$ cat config.mk
export PLATFORM = sky130hd
export DESIGN_NAME = cpu
export DESIGN_NICKNAME = d
export VERILOG_FILES = /design/src/verilog/cpuPkg.sv /design/src/verilog/regFile.sv /design/src/verilog/fetchUnit.sv /design/src/verilog/decodeUnit.sv /design/src/verilog/hazardUnit.sv /design/src/verilog/executeUnit.sv /design/src/verilog/memoryUnit.sv /design/src/verilog/cpu.sv
export VERILOG_INCLUDE_DIRS = /design/src /design/src/verilog
export SDC_FILE = /design/constraint.sdc
export NUM_CORES = 2
export LEC_CHECK = 0
export ABC_AREA = 1
export BUFFER_PORTS_ARGS = -buffer_cell sky130_fd_sc_hd__buf_4
export CORE_UTILIZATION = 48
export DETAILED_ROUTE_END_ITERATION = 10
export SLEW_MARGIN = 20
export SYNTH_ARGS = -nofsm -noshare
export SYNTH_HDL_FRONTEND = slang
export SYNTH_SLANG_ARGS = --single-unit
$ cat constraint.sdc
create_clock -name clk -period 13.35 [get_ports clk]
set_input_delay 0.6675 -clock clk [delete_from_list [all_inputs] [get_ports clk]]
set_output_delay 0.6675 -clock clk [all_outputs]
set_load 0.02 [all_outputs]
$ cat src/verilog/cpuParams.svh
`ifndef CPU_PARAMS_SVH
`define CPU_PARAMS_SVH

// Datapath width and register index width
`define CPU_XLEN       32
`define CPU_REG_ADDR_W 5

`define CPU_RESET_PC   32'h3000    // First fetch after reset

// Destination of jal
`define CPU_LINK_REG   31

`endif

$ cat src/verilog/cpuPkg.sv
`default_nettype none
`include "cpuParams.svh"

package cpuPkg;

    typedef enum logic [5:0] {
        opSpecial = 6'b000000,
        opJal     = 6'b000011,
        opBeq     = 6'b000100,
        opOri     = 6'b001101,
        opLui     = 6'b001111,
        opLw      = 6'b100011,
        opSw      = 6'b101011
    } opcodeE;

    typedef enum logic [5:0] {
        fnSll  = 6'b000000,
        fnJr   = 6'b001000,
        fnAddu = 6'b100001,
        fnSubu = 6'b100011
    } functE;

    typedef enum logic [1:0] {aluAdd, aluSub, aluOr, aluLui} aluOpE;
    typedef enum logic [1:0] {wbAlu, wbMem, wbLink} wbSelE;
    typedef enum logic [1:0] {fwdReg, fwdExe, fwdMem, fwdWb} fwdSelE;

    // Cycles left until a result exists, 3 marks an unused source
    typedef logic [1:0] tnewT;

    typedef struct packed {
        opcodeE                     op;
        logic [`CPU_REG_ADDR_W-1:0] rs;
        logic [`CPU_REG_ADDR_W-1:0] rt;
        logic [`CPU_REG_ADDR_W-1:0] rd;
        logic [4:0]                 shamt;
        functE                      funct;
    } rFieldsT;

    typedef struct packed {
        opcodeE                     op;
        logic [`CPU_REG_ADDR_W-1:0] rs;
        logic [`CPU_REG_ADDR_W-1:0] rt;
        logic [15:0]                imm;
    } iFieldsT;

    typedef union packed {
        rFieldsT rFields;
        iFieldsT iFields;
    } instrWord;

    // Register written by an instruction, zero when it writes nothing
    function automatic logic [`CPU_REG_ADDR_W-1:0] writeDest(input instrWord instr);
        case (instr.rFields.op)
            opSpecial: begin
                if (instr.rFields.funct == fnAddu || instr.rFields.funct == fnSubu)
                    return instr.rFields.rd;
                return '0;    // sll and jr
            end
            opOri, opLui, opLw: return instr.iFields.rt;
            opJal: return `CPU_REG_ADDR_W'(`CPU_LINK_REG);
            default: return '0;
        endcase
    endfunction

    function automatic logic [`CPU_XLEN-1:0] fwdPick(
        input fwdSelE               sel,
        input logic [`CPU_XLEN-1:0] fileVal,
        input logic [`CPU_XLEN-1:0] exeVal,
        input logic [`CPU_XLEN-1:0] memVal,
        input logic [`CPU_XLEN-1:0] wbVal
    );
        case (sel)
            fwdExe: return exeVal;
            fwdMem: return memVal;
            fwdWb: return wbVal;
            default: return fileVal;
        endcase
    endfunction

endpackage

`default_nettype wire

$ cat src/verilog/regFile.sv
`timescale 1ns/1ps
`default_nettype none
`include "cpuParams.svh"

module regFile (
    input  wire                        clk,
    input  wire                        reset,
    input  wire  [`CPU_REG_ADDR_W-1:0] rs,
    input  wire  [`CPU_REG_ADDR_W-1:0] rt,
    output logic [`CPU_XLEN-1:0]       rsVal,
    output logic [`CPU_XLEN-1:0]       rtVal,
    input  wire                        we,
    input  wire  [`CPU_REG_ADDR_W-1:0] dest,
    input  wire  [`CPU_XLEN-1:0]       wdata
);

    localparam int regCount = 1 << `CPU_REG_ADDR_W;

    logic [`CPU_XLEN-1:0] regs [regCount];

    assign rsVal = regs[rs];
    assign rtVal = regs[rt];

    always_ff @(posedge clk) begin
        if (reset) begin
            for (int i = 0; i < regCount; i++) begin
                regs[i] <= '0;
            end
        end else if (we && dest != '0) begin
            regs[dest] <= wdata;    // r0 never written
        end
    end

    zeroReadsZero: assert property (@(posedge clk) disable iff (reset) rs == '0 |-> rsVal == '0);

endmodule

`default_nettype wire

$ cat src/verilog/fetchUnit.sv
`timescale 1ns/1ps
`default_nettype none
`include "cpuParams.svh"

module fetchUnit
    import cpuPkg::*;
(
    input  wire                  clk,
    input  wire                  reset,
    input  wire                  stall,
    input  wire                  redirect,
    input  wire  [`CPU_XLEN-1:0] redirectPc,
    input  wire  [`CPU_XLEN-1:0] instRdata,
    output logic [`CPU_XLEN-1:0] instAddr,
    output instrWord             dInstr,
    output logic [`CPU_XLEN-1:0] dPc
);

    logic [`CPU_XLEN-1:0] pc;
    logic [`CPU_XLEN-1:0] nextPc;

    assign instAddr = pc;
    assign nextPc   = redirect ? redirectPc : pc + 4;

    always_ff @(posedge clk) begin
        if (reset) begin
            pc     <= `CPU_RESET_PC;
            dInstr <= '0;    // sll zero acts as nop
        end else if (!stall) begin
            pc     <= nextPc;
            dInstr <= instRdata;
        end
    end

    always_ff @(posedge clk) begin
        if (!stall) begin
            dPc <= pc;
        end
    end

    // jr targets come from register data, so alignment depends on the program
    pcAligned: assert property (@(posedge clk) disable iff (reset) pc[1:0] == 2'b00);

endmodule

`default_nettype wire

$ cat src/verilog/decodeUnit.sv
`timescale 1ns/1ps
`default_nettype none
`include "cpuParams.svh"

module decodeUnit
    import cpuPkg::*;
(
    input  wire                        clk,
    input  wire                        reset,
    input  wire                        stall,
    input  wire instrWord              dInstr,
    input  wire  [`CPU_XLEN-1:0]       dPc,
    input  wire fwdSelE                dRsFwd,
    input  wire fwdSelE                dRtFwd,
    input  wire  [`CPU_XLEN-1:0]       eLinkData,
    input  wire  [`CPU_XLEN-1:0]       mFwdData,
    input  wire  [`CPU_XLEN-1:0]       wData,
    input  wire                        wWe,
    input  wire  [`CPU_REG_ADDR_W-1:0] wDest,
    output logic                       redirect,
    output logic [`CPU_XLEN-1:0]       redirectPc,
    output logic [`CPU_REG_ADDR_W-1:0] dRs,
    output logic [`CPU_REG_ADDR_W-1:0] dRt,
    output tnewT                       dRsTuse,
    output tnewT                       dRtTuse,
    output instrWord                   eInstr,
    output logic [`CPU_XLEN-1:0]       ePc,
    output logic [`CPU_XLEN-1:0]       eRsVal,
    output logic [`CPU_XLEN-1:0]       eRtVal,
    output logic [`CPU_XLEN-1:0]       eImm
);

    opcodeE               op;
    functE                funct;
    logic                 isJr;
    logic [`CPU_XLEN-1:0] rsFile, rtFile;
    logic [`CPU_XLEN-1:0] rsVal, rtVal;
    logic [`CPU_XLEN-1:0] imm;
    logic [`CPU_XLEN-1:0] pcPlus4;

    assign op    = dInstr.rFields.op;
    assign funct = dInstr.rFields.funct;
    assign dRs   = dInstr.iFields.rs;
    assign dRt   = dInstr.iFields.rt;
    assign isJr  = op == opSpecial && funct == fnJr;

    regFile regFile0 (
        .clk   (clk),
        .reset (reset),
        .rs    (dRs),
        .rt    (dRt),
        .rsVal (rsFile),
        .rtVal (rtFile),
        .we    (wWe),
        .dest  (wDest),
        .wdata (wData)
    );

    assign rsVal = fwdPick(dRsFwd, rsFile, eLinkData, mFwdData, wData);
    assign rtVal = fwdPick(dRtFwd, rtFile, eLinkData, mFwdData, wData);

    // ori and lui take the raw immediate
    assign imm = (op == opOri || op == opLui) ? {16'b0, dInstr.iFields.imm}
                                              : {{16{dInstr.iFields.imm[15]}}, dInstr.iFields.imm};

    always_comb begin
        dRsTuse = 2'd3;
        dRtTuse = 2'd3;
        case (op)
            opSpecial: begin
                if (isJr) dRsTuse = 2'd0;
                if (funct == fnAddu || funct == fnSubu) begin
                    dRsTuse = 2'd1;
                    dRtTuse = 2'd1;
                end
            end
            opBeq: begin
                dRsTuse = 2'd0;
                dRtTuse = 2'd0;
            end
            opOri, opLw: dRsTuse = 2'd1;
            opSw: begin
                dRsTuse = 2'd1;
                dRtTuse = 2'd1;    // Store data settles in execute
            end
            default: ;
        endcase
    end

    assign pcPlus4  = dPc + 4;
    assign redirect = (op == opBeq && rsVal == rtVal) || op == opJal || isJr;

    always_comb begin
        if (isJr)
            redirectPc = rsVal;
        else if (op == opJal)
            redirectPc = {pcPlus4[31:28], dInstr.iFields.rs, dInstr.iFields.rt,
                          dInstr.iFields.imm, 2'b00};
        else
            redirectPc = pcPlus4 + {imm[29:0], 2'b00};
    end

    always_ff @(posedge clk) begin
        if (reset || stall) begin
            eInstr <= '0;    // Bubble
        end else begin
            eInstr <= dInstr;
        end
    end

    always_ff @(posedge clk) begin
        ePc    <= dPc;
        eRsVal <= rsVal;
        eRtVal <= rtVal;
        eImm   <= imm;
    end

endmodule

`default_nettype wire

$ cat src/verilog/hazardUnit.sv
`timescale 1ns/1ps
`default_nettype none
`include "cpuParams.svh"

module hazardUnit
    import cpuPkg::*;
(
    input  wire  [`CPU_REG_ADDR_W-1:0] dRs,
    input  wire  [`CPU_REG_ADDR_W-1:0] dRt,
    input  wire tnewT                  dRsTuse,
    input  wire tnewT                  dRtTuse,
    input  wire  [`CPU_REG_ADDR_W-1:0] eRs,
    input  wire  [`CPU_REG_ADDR_W-1:0] eRt,
    input  wire  [`CPU_REG_ADDR_W-1:0] eDest,
    input  wire tnewT                  eTnew,
    input  wire                        eWe,
    input  wire  [`CPU_REG_ADDR_W-1:0] mDest,
    input  wire tnewT                  mTnew,
    input  wire                        mWe,
    input  wire  [`CPU_REG_ADDR_W-1:0] wDest,
    input  wire                        wWe,
    output logic                       stall,
    output fwdSelE                     dRsFwd,
    output fwdSelE                     dRtFwd,
    output fwdSelE                     eRsFwd,
    output fwdSelE                     eRtFwd
);

    // Producer in flight whose result comes later than the source is needed
    function automatic logic srcStalls(input logic [`CPU_REG_ADDR_W-1:0] src, input tnewT tuse);
        return src != '0 && ((src == eDest && eWe && eTnew > tuse) ||
                             (src == mDest && mWe && mTnew > tuse));
    endfunction

    function automatic fwdSelE pickSource(input logic [`CPU_REG_ADDR_W-1:0] src,
                                          input logic fromExe);
        if (src == '0) return fwdReg;
        if (fromExe && src == eDest && eWe && eTnew == 2'd0) return fwdExe;
        if (src == mDest && mWe && mTnew == 2'd0) return fwdMem;
        if (src == wDest && wWe) return fwdWb;
        return fwdReg;
    endfunction

    always_comb begin
        stall  = srcStalls(dRs, dRsTuse) || srcStalls(dRt, dRtTuse);
        dRsFwd = pickSource(dRs, 1'b1);
        dRtFwd = pickSource(dRt, 1'b1);
        eRsFwd = pickSource(eRs, 1'b0);    // Execute sees only memory and write-back
        eRtFwd = pickSource(eRt, 1'b0);
    end

endmodule

`default_nettype wire

$ cat src/verilog/executeUnit.sv
`timescale 1ns/1ps
`default_nettype none
`include "cpuParams.svh"

module executeUnit
    import cpuPkg::*;
(
    input  wire                        clk,
    input  wire                        reset,
    input  wire instrWord              eInstr,
    input  wire  [`CPU_XLEN-1:0]       ePc,
    input  wire  [`CPU_XLEN-1:0]       eRsVal,
    input  wire  [`CPU_XLEN-1:0]       eRtVal,
    input  wire  [`CPU_XLEN-1:0]       eImm,
    input  wire fwdSelE                eRsFwd,
    input  wire fwdSelE                eRtFwd,
    input  wire  [`CPU_XLEN-1:0]       mFwdData,
    input  wire  [`CPU_XLEN-1:0]       wData,
    output logic [`CPU_REG_ADDR_W-1:0] eRs,
    output logic [`CPU_REG_ADDR_W-1:0] eRt,
    output logic [`CPU_REG_ADDR_W-1:0] eDest,
    output tnewT                       eTnew,
    output logic                       eWe,
    output logic [`CPU_XLEN-1:0]       eLinkData,
    output instrWord                   mInstr,
    output logic [`CPU_XLEN-1:0]       mPc,
    output logic [`CPU_XLEN-1:0]       mAluRes,
    output logic [`CPU_XLEN-1:0]       mRtVal
);

    aluOpE                aluOp;
    logic                 useImm;
    logic [`CPU_XLEN-1:0] rsOp, rtOp, srcB, aluRes;

    assign eRs       = eInstr.rFields.rs;
    assign eRt       = eInstr.rFields.rt;
    assign eDest     = writeDest(eInstr);    // rd, rt or the link register
    assign eWe       = eDest != '0;
    assign eLinkData = ePc + 8;

    assign rsOp = fwdPick(eRsFwd, eRsVal, '0, mFwdData, wData);
    assign rtOp = fwdPick(eRtFwd, eRtVal, '0, mFwdData, wData);

    always_comb begin
        aluOp  = aluAdd;    // lw, sw and the rest use address add
        useImm = 1'b1;
        eTnew  = 2'd1;
        case (eInstr.rFields.op)
            opSpecial: begin
                useImm = 1'b0;
                if (eInstr.rFields.funct == fnSubu) aluOp = aluSub;
            end
            opOri: aluOp = aluOr;
            opLui: aluOp = aluLui;
            opLw: eTnew = 2'd2;
            opJal: eTnew = 2'd0;    // Link value is known already
            default: ;
        endcase
    end

    assign srcB = useImm ? eImm : rtOp;

    always_comb begin
        case (aluOp)
            aluAdd: aluRes = rsOp + srcB;
            aluSub: aluRes = rsOp - srcB;
            aluOr: aluRes = rsOp | srcB;
            default: aluRes = {srcB[15:0], 16'b0};
        endcase
    end

    always_ff @(posedge clk) begin
        if (reset) begin
            mInstr <= '0;
        end else begin
            mInstr <= eInstr;
        end
    end

    always_ff @(posedge clk) begin
        mPc     <= ePc;
        mAluRes <= aluRes;
        mRtVal  <= rtOp;
    end

endmodule

`default_nettype wire

$ cat src/verilog/memoryUnit.sv
`timescale 1ns/1ps
`default_nettype none
`include "cpuParams.svh"

module memoryUnit
    import cpuPkg::*;
(
    input  wire                        clk,
    input  wire                        reset,
    input  wire instrWord              mInstr,
    input  wire  [`CPU_XLEN-1:0]       mPc,
    input  wire  [`CPU_XLEN-1:0]       mAluRes,
    input  wire  [`CPU_XLEN-1:0]       mRtVal,
    input  wire  [`CPU_XLEN-1:0]       dataRdata,
    output logic [`CPU_XLEN-1:0]       dataAddr,
    output logic [`CPU_XLEN-1:0]       dataWdata,
    output logic                       dataWe,
    output logic [`CPU_REG_ADDR_W-1:0] mDest,
    output tnewT                       mTnew,
    output logic                       mWe,
    output logic [`CPU_XLEN-1:0]       mFwdData,
    output logic [`CPU_REG_ADDR_W-1:0] wDest,
    output logic                       wWe,
    output logic [`CPU_XLEN-1:0]       wData,
    output logic [`CPU_XLEN-1:0]       wPc
);

    wbSelE                wbSel;
    logic [`CPU_XLEN-1:0] linkData;
    logic [`CPU_XLEN-1:0] wbValue;

    assign dataAddr  = mAluRes;
    assign dataWdata = mRtVal;
    assign dataWe    = mInstr.rFields.op == opSw;

    assign mDest    = writeDest(mInstr);
    assign mWe      = mDest != '0;
    assign mTnew    = (mInstr.rFields.op == opLw) ? 2'd1 : 2'd0;
    assign linkData = mPc + 8;

    always_comb begin
        case (mInstr.rFields.op)
            opLw: wbSel = wbMem;
            opJal: wbSel = wbLink;
            default: wbSel = wbAlu;
        endcase
    end

    // Load data is not ready for forwarding until write-back
    assign mFwdData = (wbSel == wbLink) ? linkData : mAluRes;
    assign wbValue  = (wbSel == wbMem) ? dataRdata : mFwdData;

    always_ff @(posedge clk) begin
        if (reset) begin
            wWe   <= 1'b0;
            wDest <= '0;
        end else begin
            wWe   <= mWe;
            wDest <= mDest;
        end
    end

    always_ff @(posedge clk) begin
        wData <= wbValue;
        wPc   <= mPc;
    end

    storeAligned: assert property (@(posedge clk) disable iff (reset)
        dataWe |-> dataAddr[1:0] == 2'b00);

endmodule

`default_nettype wire

$ cat src/verilog/cpu.sv
`timescale 1ns/1ps
`default_nettype none
`include "cpuParams.svh"

module cpu
    import cpuPkg::*;
(
    input  wire                        clk,
    input  wire                        reset,
    input  wire  [`CPU_XLEN-1:0]       instRdata,
    input  wire  [`CPU_XLEN-1:0]       dataRdata,
    output logic [`CPU_XLEN-1:0]       instAddr,
    output logic [`CPU_XLEN-1:0]       dataAddr,
    output logic [`CPU_XLEN-1:0]       dataWdata,
    output logic                       dataWe,
    output logic                       grfWe,
    output logic [`CPU_REG_ADDR_W-1:0] grfAddr,
    output logic [`CPU_XLEN-1:0]       grfWdata,
    output logic [`CPU_XLEN-1:0]       wbPc
);

    logic                       stall;
    logic                       redirect;
    logic [`CPU_XLEN-1:0]       redirectPc;
    instrWord                   dInstr, eInstr, mInstr;
    logic [`CPU_XLEN-1:0]       dPc, ePc, mPc, wPc;
    fwdSelE                     dRsFwd, dRtFwd, eRsFwd, eRtFwd;
    logic [`CPU_REG_ADDR_W-1:0] dRs, dRt, eRs, eRt;
    tnewT                       dRsTuse, dRtTuse;
    logic [`CPU_XLEN-1:0]       eRsVal, eRtVal, eImm, eLinkData;
    logic [`CPU_REG_ADDR_W-1:0] eDest, mDest, wDest;
    tnewT                       eTnew, mTnew;
    logic                       eWe, mWe, wWe;
    logic [`CPU_XLEN-1:0]       mAluRes, mRtVal, mFwdData, wData;

    fetchUnit fetchUnit0 (.*);

    decodeUnit decodeUnit0 (.*);

    executeUnit executeUnit0 (.*);

    memoryUnit memoryUnit0 (.*);

    hazardUnit hazardUnit0 (.*);

    // Write-back trace
    assign grfWe    = wWe;
    assign grfAddr  = wDest;
    assign grfWdata = wData;
    assign wbPc     = wPc;

endmodule

`default_nettype wire

==> impl_metrics.toml <==
[status]
status = "finished clean"

[synth]
synthCells = 9778
async_flop_share = 0
ys.warnings.count = 0
ys_types = 69
syn_area_um2 = 79140
syn_area_per_cell_um2 = 8.094
synth-seq-cells = 1458
yosysSeqAreaShare = 0.5024
synth_enable_flop_cells = 1056
synth-main-ff-cell = "edfxtp_1"

[sta]
max_slew.worst_pin.slew_ns = 1.290
setup_viol = 0
final.min_clock_period_ns = 8.209
clock_skew_ns = 0.05066
layout_setup_ws_ns = 5.141
final-max-slew-violation-count = 0
max_slew_margin = 0.1291
period_share = 0.6149
tns_ns = 0
hold_violations = 0
rsz0062_at_grt = "false"
fmax_mhz = 121.8

[clock_tree]
root_buffer = "clkbuf_16"
post_cts_buffers = 0
clkLatencyLatePin_ns = 0.88
htreeDepth = 4
post_cts_resized = 0
numCtsBuffers = 166
ctsLongestPathBuffers = 3
cts.sinks = 1458
cts_tree = "yes"
path_clk_slew_ns = 0.06

[placed_design]
place.gp.congestion = 1.047
dp_slack_ns = 5.388
dpl.hpwl_um = 236800
port_buffers = 232

[worst_hold_path]
hp-start = "dataRdata[6]"
hp-class = "in -> reg"
hold_end = "memoryUnit0.wData[6]"
whs_path_depth = 3

[global_routing]
grt_usage = 0.4332
grt_overflow = 0
grt_pass1_vias = 70600
grt_pass1_wl_um = 519100
antenna_found_initial = 21
grt_max_degree = 160

[power_and_ir_drop]
p_int_mw = 8.504
p_switching_mw = 4.971
clockPowerShare = 0.342
p_sw_frac = 0.3689
power.leakage_nw = 36.18
peakVddDrop_mv = 0.1537
power.density_nw_per_um2 = 152.8
seqPwrFrac = 0.408
combPwrFrac = 0.250

[floorplanning]
rows = 148
fp.dieArea_um2 = 166500
die_h_um = 408.1
io_pins = 233
die_w_um = 408.1
initial_core_util = 0.4851
core_um2 = 163100

[setup_path]
reg2reg_setup_slack_ns = 5.14
r2r_cells = 42
path_delay_family = "compound AO/OA/AOI/OAI gates"
end_kind = "register"
worst-endpoint-required_ns = 14.06
crit_cells = 42
cp_slowest_cell = "o21ai_0"
max_stage_delay_ns = 0.45
r2r_end = "executeUnit0.mAluRes[30]"
worstSetupPathType = "reg -> reg"
worst-path-buf-inv = 7
crit_top_cell = "nand2_1"
crit_path_start = "executeUnit0.mInstr[30]"
startpoint_type = "register"
cp.arrival_ns = 8.92
reg2reg_from = "executeUnit0.mInstr[30]"
cp_max_fo = 29

[route]
wl_per_cell_um = 31.04
postRouteAntennaNets = 0
vias = 77380
dr.pass1.iters = 6
drt-total-wl_um = 372700
viasPerCell = 6.444
drt_iter0_drc = 13420
drc = 0

[layout]
layout_common_cells = "2027 x nand2_1, 1398 x nor2_1, 1091 x a21oi_1"
area_growth_pct = 11.46
top_register = "decodeUnit0.regFile0.regs"
final_common_cell = "nand2_1"
multi_input_area_um2 = 34030
fillCellCount = 15220
drive_gt1_frac = 0.09493
fin_nets = 9837
seq_area_um2 = 39790
largest_register_ffs = 1024

[job]
cap_violations = 0
-- logic make-up after synthesis --
kind of cell / Yosys count / share of synthesized area
other cells: 1 / 0.00004738
simple gates: 4318 / 0.2249
compound gates: 2300 / 0.1709
flops: 1458 / 0.5024
fa+ha+maj: 75 / 0.01205
xor+xnor: 157 / 0.01737
buf+inv: 1466 / 0.07198
mux: 3 / 0.0003794
-- layer usage --
| metal | part of all wire | GRT usage | wire length (µm) | vias up |
|---|---|---|---|---|
| li1 | - | - | - | 33280 |
| met1 | 0.39 | 0.5993 | 144900 | 37020 |
| met2 | 0.41 | 0.6049 | 151700 | 6018 |
| met3 | 0.15 | 0.1326 | 54090 | 1047 |
| met4 | 0.059 | 0.2271 | 21830 | 16 |
| met5 | 0.00036 | 0 | 134 | - |
-- layout make-up --
type | count | area share
Multi-Input combinational cell | 6885 | 0.3857
Clock buffer | 228 | 0.05386
Tap cell | 2175 | 0.03085
Sequential cell | 1458 | 0.4510
Inverter | 722 | 0.03112
Clock inverter | 72 | 0.006879
Timing Repair Buffer | 463 | 0.04040
Antenna cell | 5 | 0.0001418
-- cells in the mapped netlist, drive strengths merged (130+ instances only) --
cell type  number  area [µm²]
nand2        2099        7993
xor2          130        1139
nor3          133       680.7
o21ai         638        3212
dfxtp         402        8048
nand3         499        2600
clkbuf        620        2327
a21oi        1095        5510
o311ai        222        1944
edfxtp       1056       31710
inv           697        2616
nor2         1419        5416
-- stage by stage --
step / util / hold slack (ns) / area [µm²] / total power [mW] / std cells
floorplan: - / 0.3259 / 79260 / 7.012 / 9809
global placement: 0.5074 / 0.3552 / 82770 / 8.753 / 11700
detailed placement: 0.5076 / 0.3587 / 82800 / 8.763 / 11700
CTS: 0.5405 / 0.003728 / 88180 / 13.29 / 12000
global route: 0.5407 / 0.03373 / 88200 / 13.70 / 12000
finish: 0.5407 / 0.03240 / 88210 / 13.47 / 12010
-- power by group through the flow --
stage               clock [mW]  sequential [mW]  combinational (mW)
floorplan                    0             5.51                1.50
global placement             0             5.57                3.18
detailed placement           0             5.57                3.19
CTS                       4.61             5.48                3.20
global route              4.78             5.50                3.43
finish                    4.61             5.49                3.37
-- worst max-delay path by stage --
stage / slack [ns] / to
6_report: 5.14 / executeUnit0.mAluRes[30]
5_1_grt: 4.46 / executeUnit0.mAluRes[30]
4_1_cts: 5.34 / executeUnit0.mAluRes[30]
3_5_place_dp: 5.39 / executeUnit0.mAluRes[30]
3_3_place_gp: 5.33 / executeUnit0.mAluRes[30]
2_1_floorplan: 7.38 / executeUnit0.mAluRes[30]
-- worst register-to-register path, delay by kind of cell, from the launching register on --
family / cells / cell delay [ns]
AOI/OAI and AO/OA: 12 / 2.97
buffers and inverters: 7 / 1.38
adders and majority gates: 2 / 0.74
DFF: 1 / 0.39
and+or+nand+nor: 21 / 2.63
-- repair_timing --
item | 4_1_cts | 5_1_grt
endpoints found under the hold margin | 2 | 0
endpoints found under the setup margin | 0 | 0
hold buffers | 2 | 0
Power figures use the tool's default switching activity.
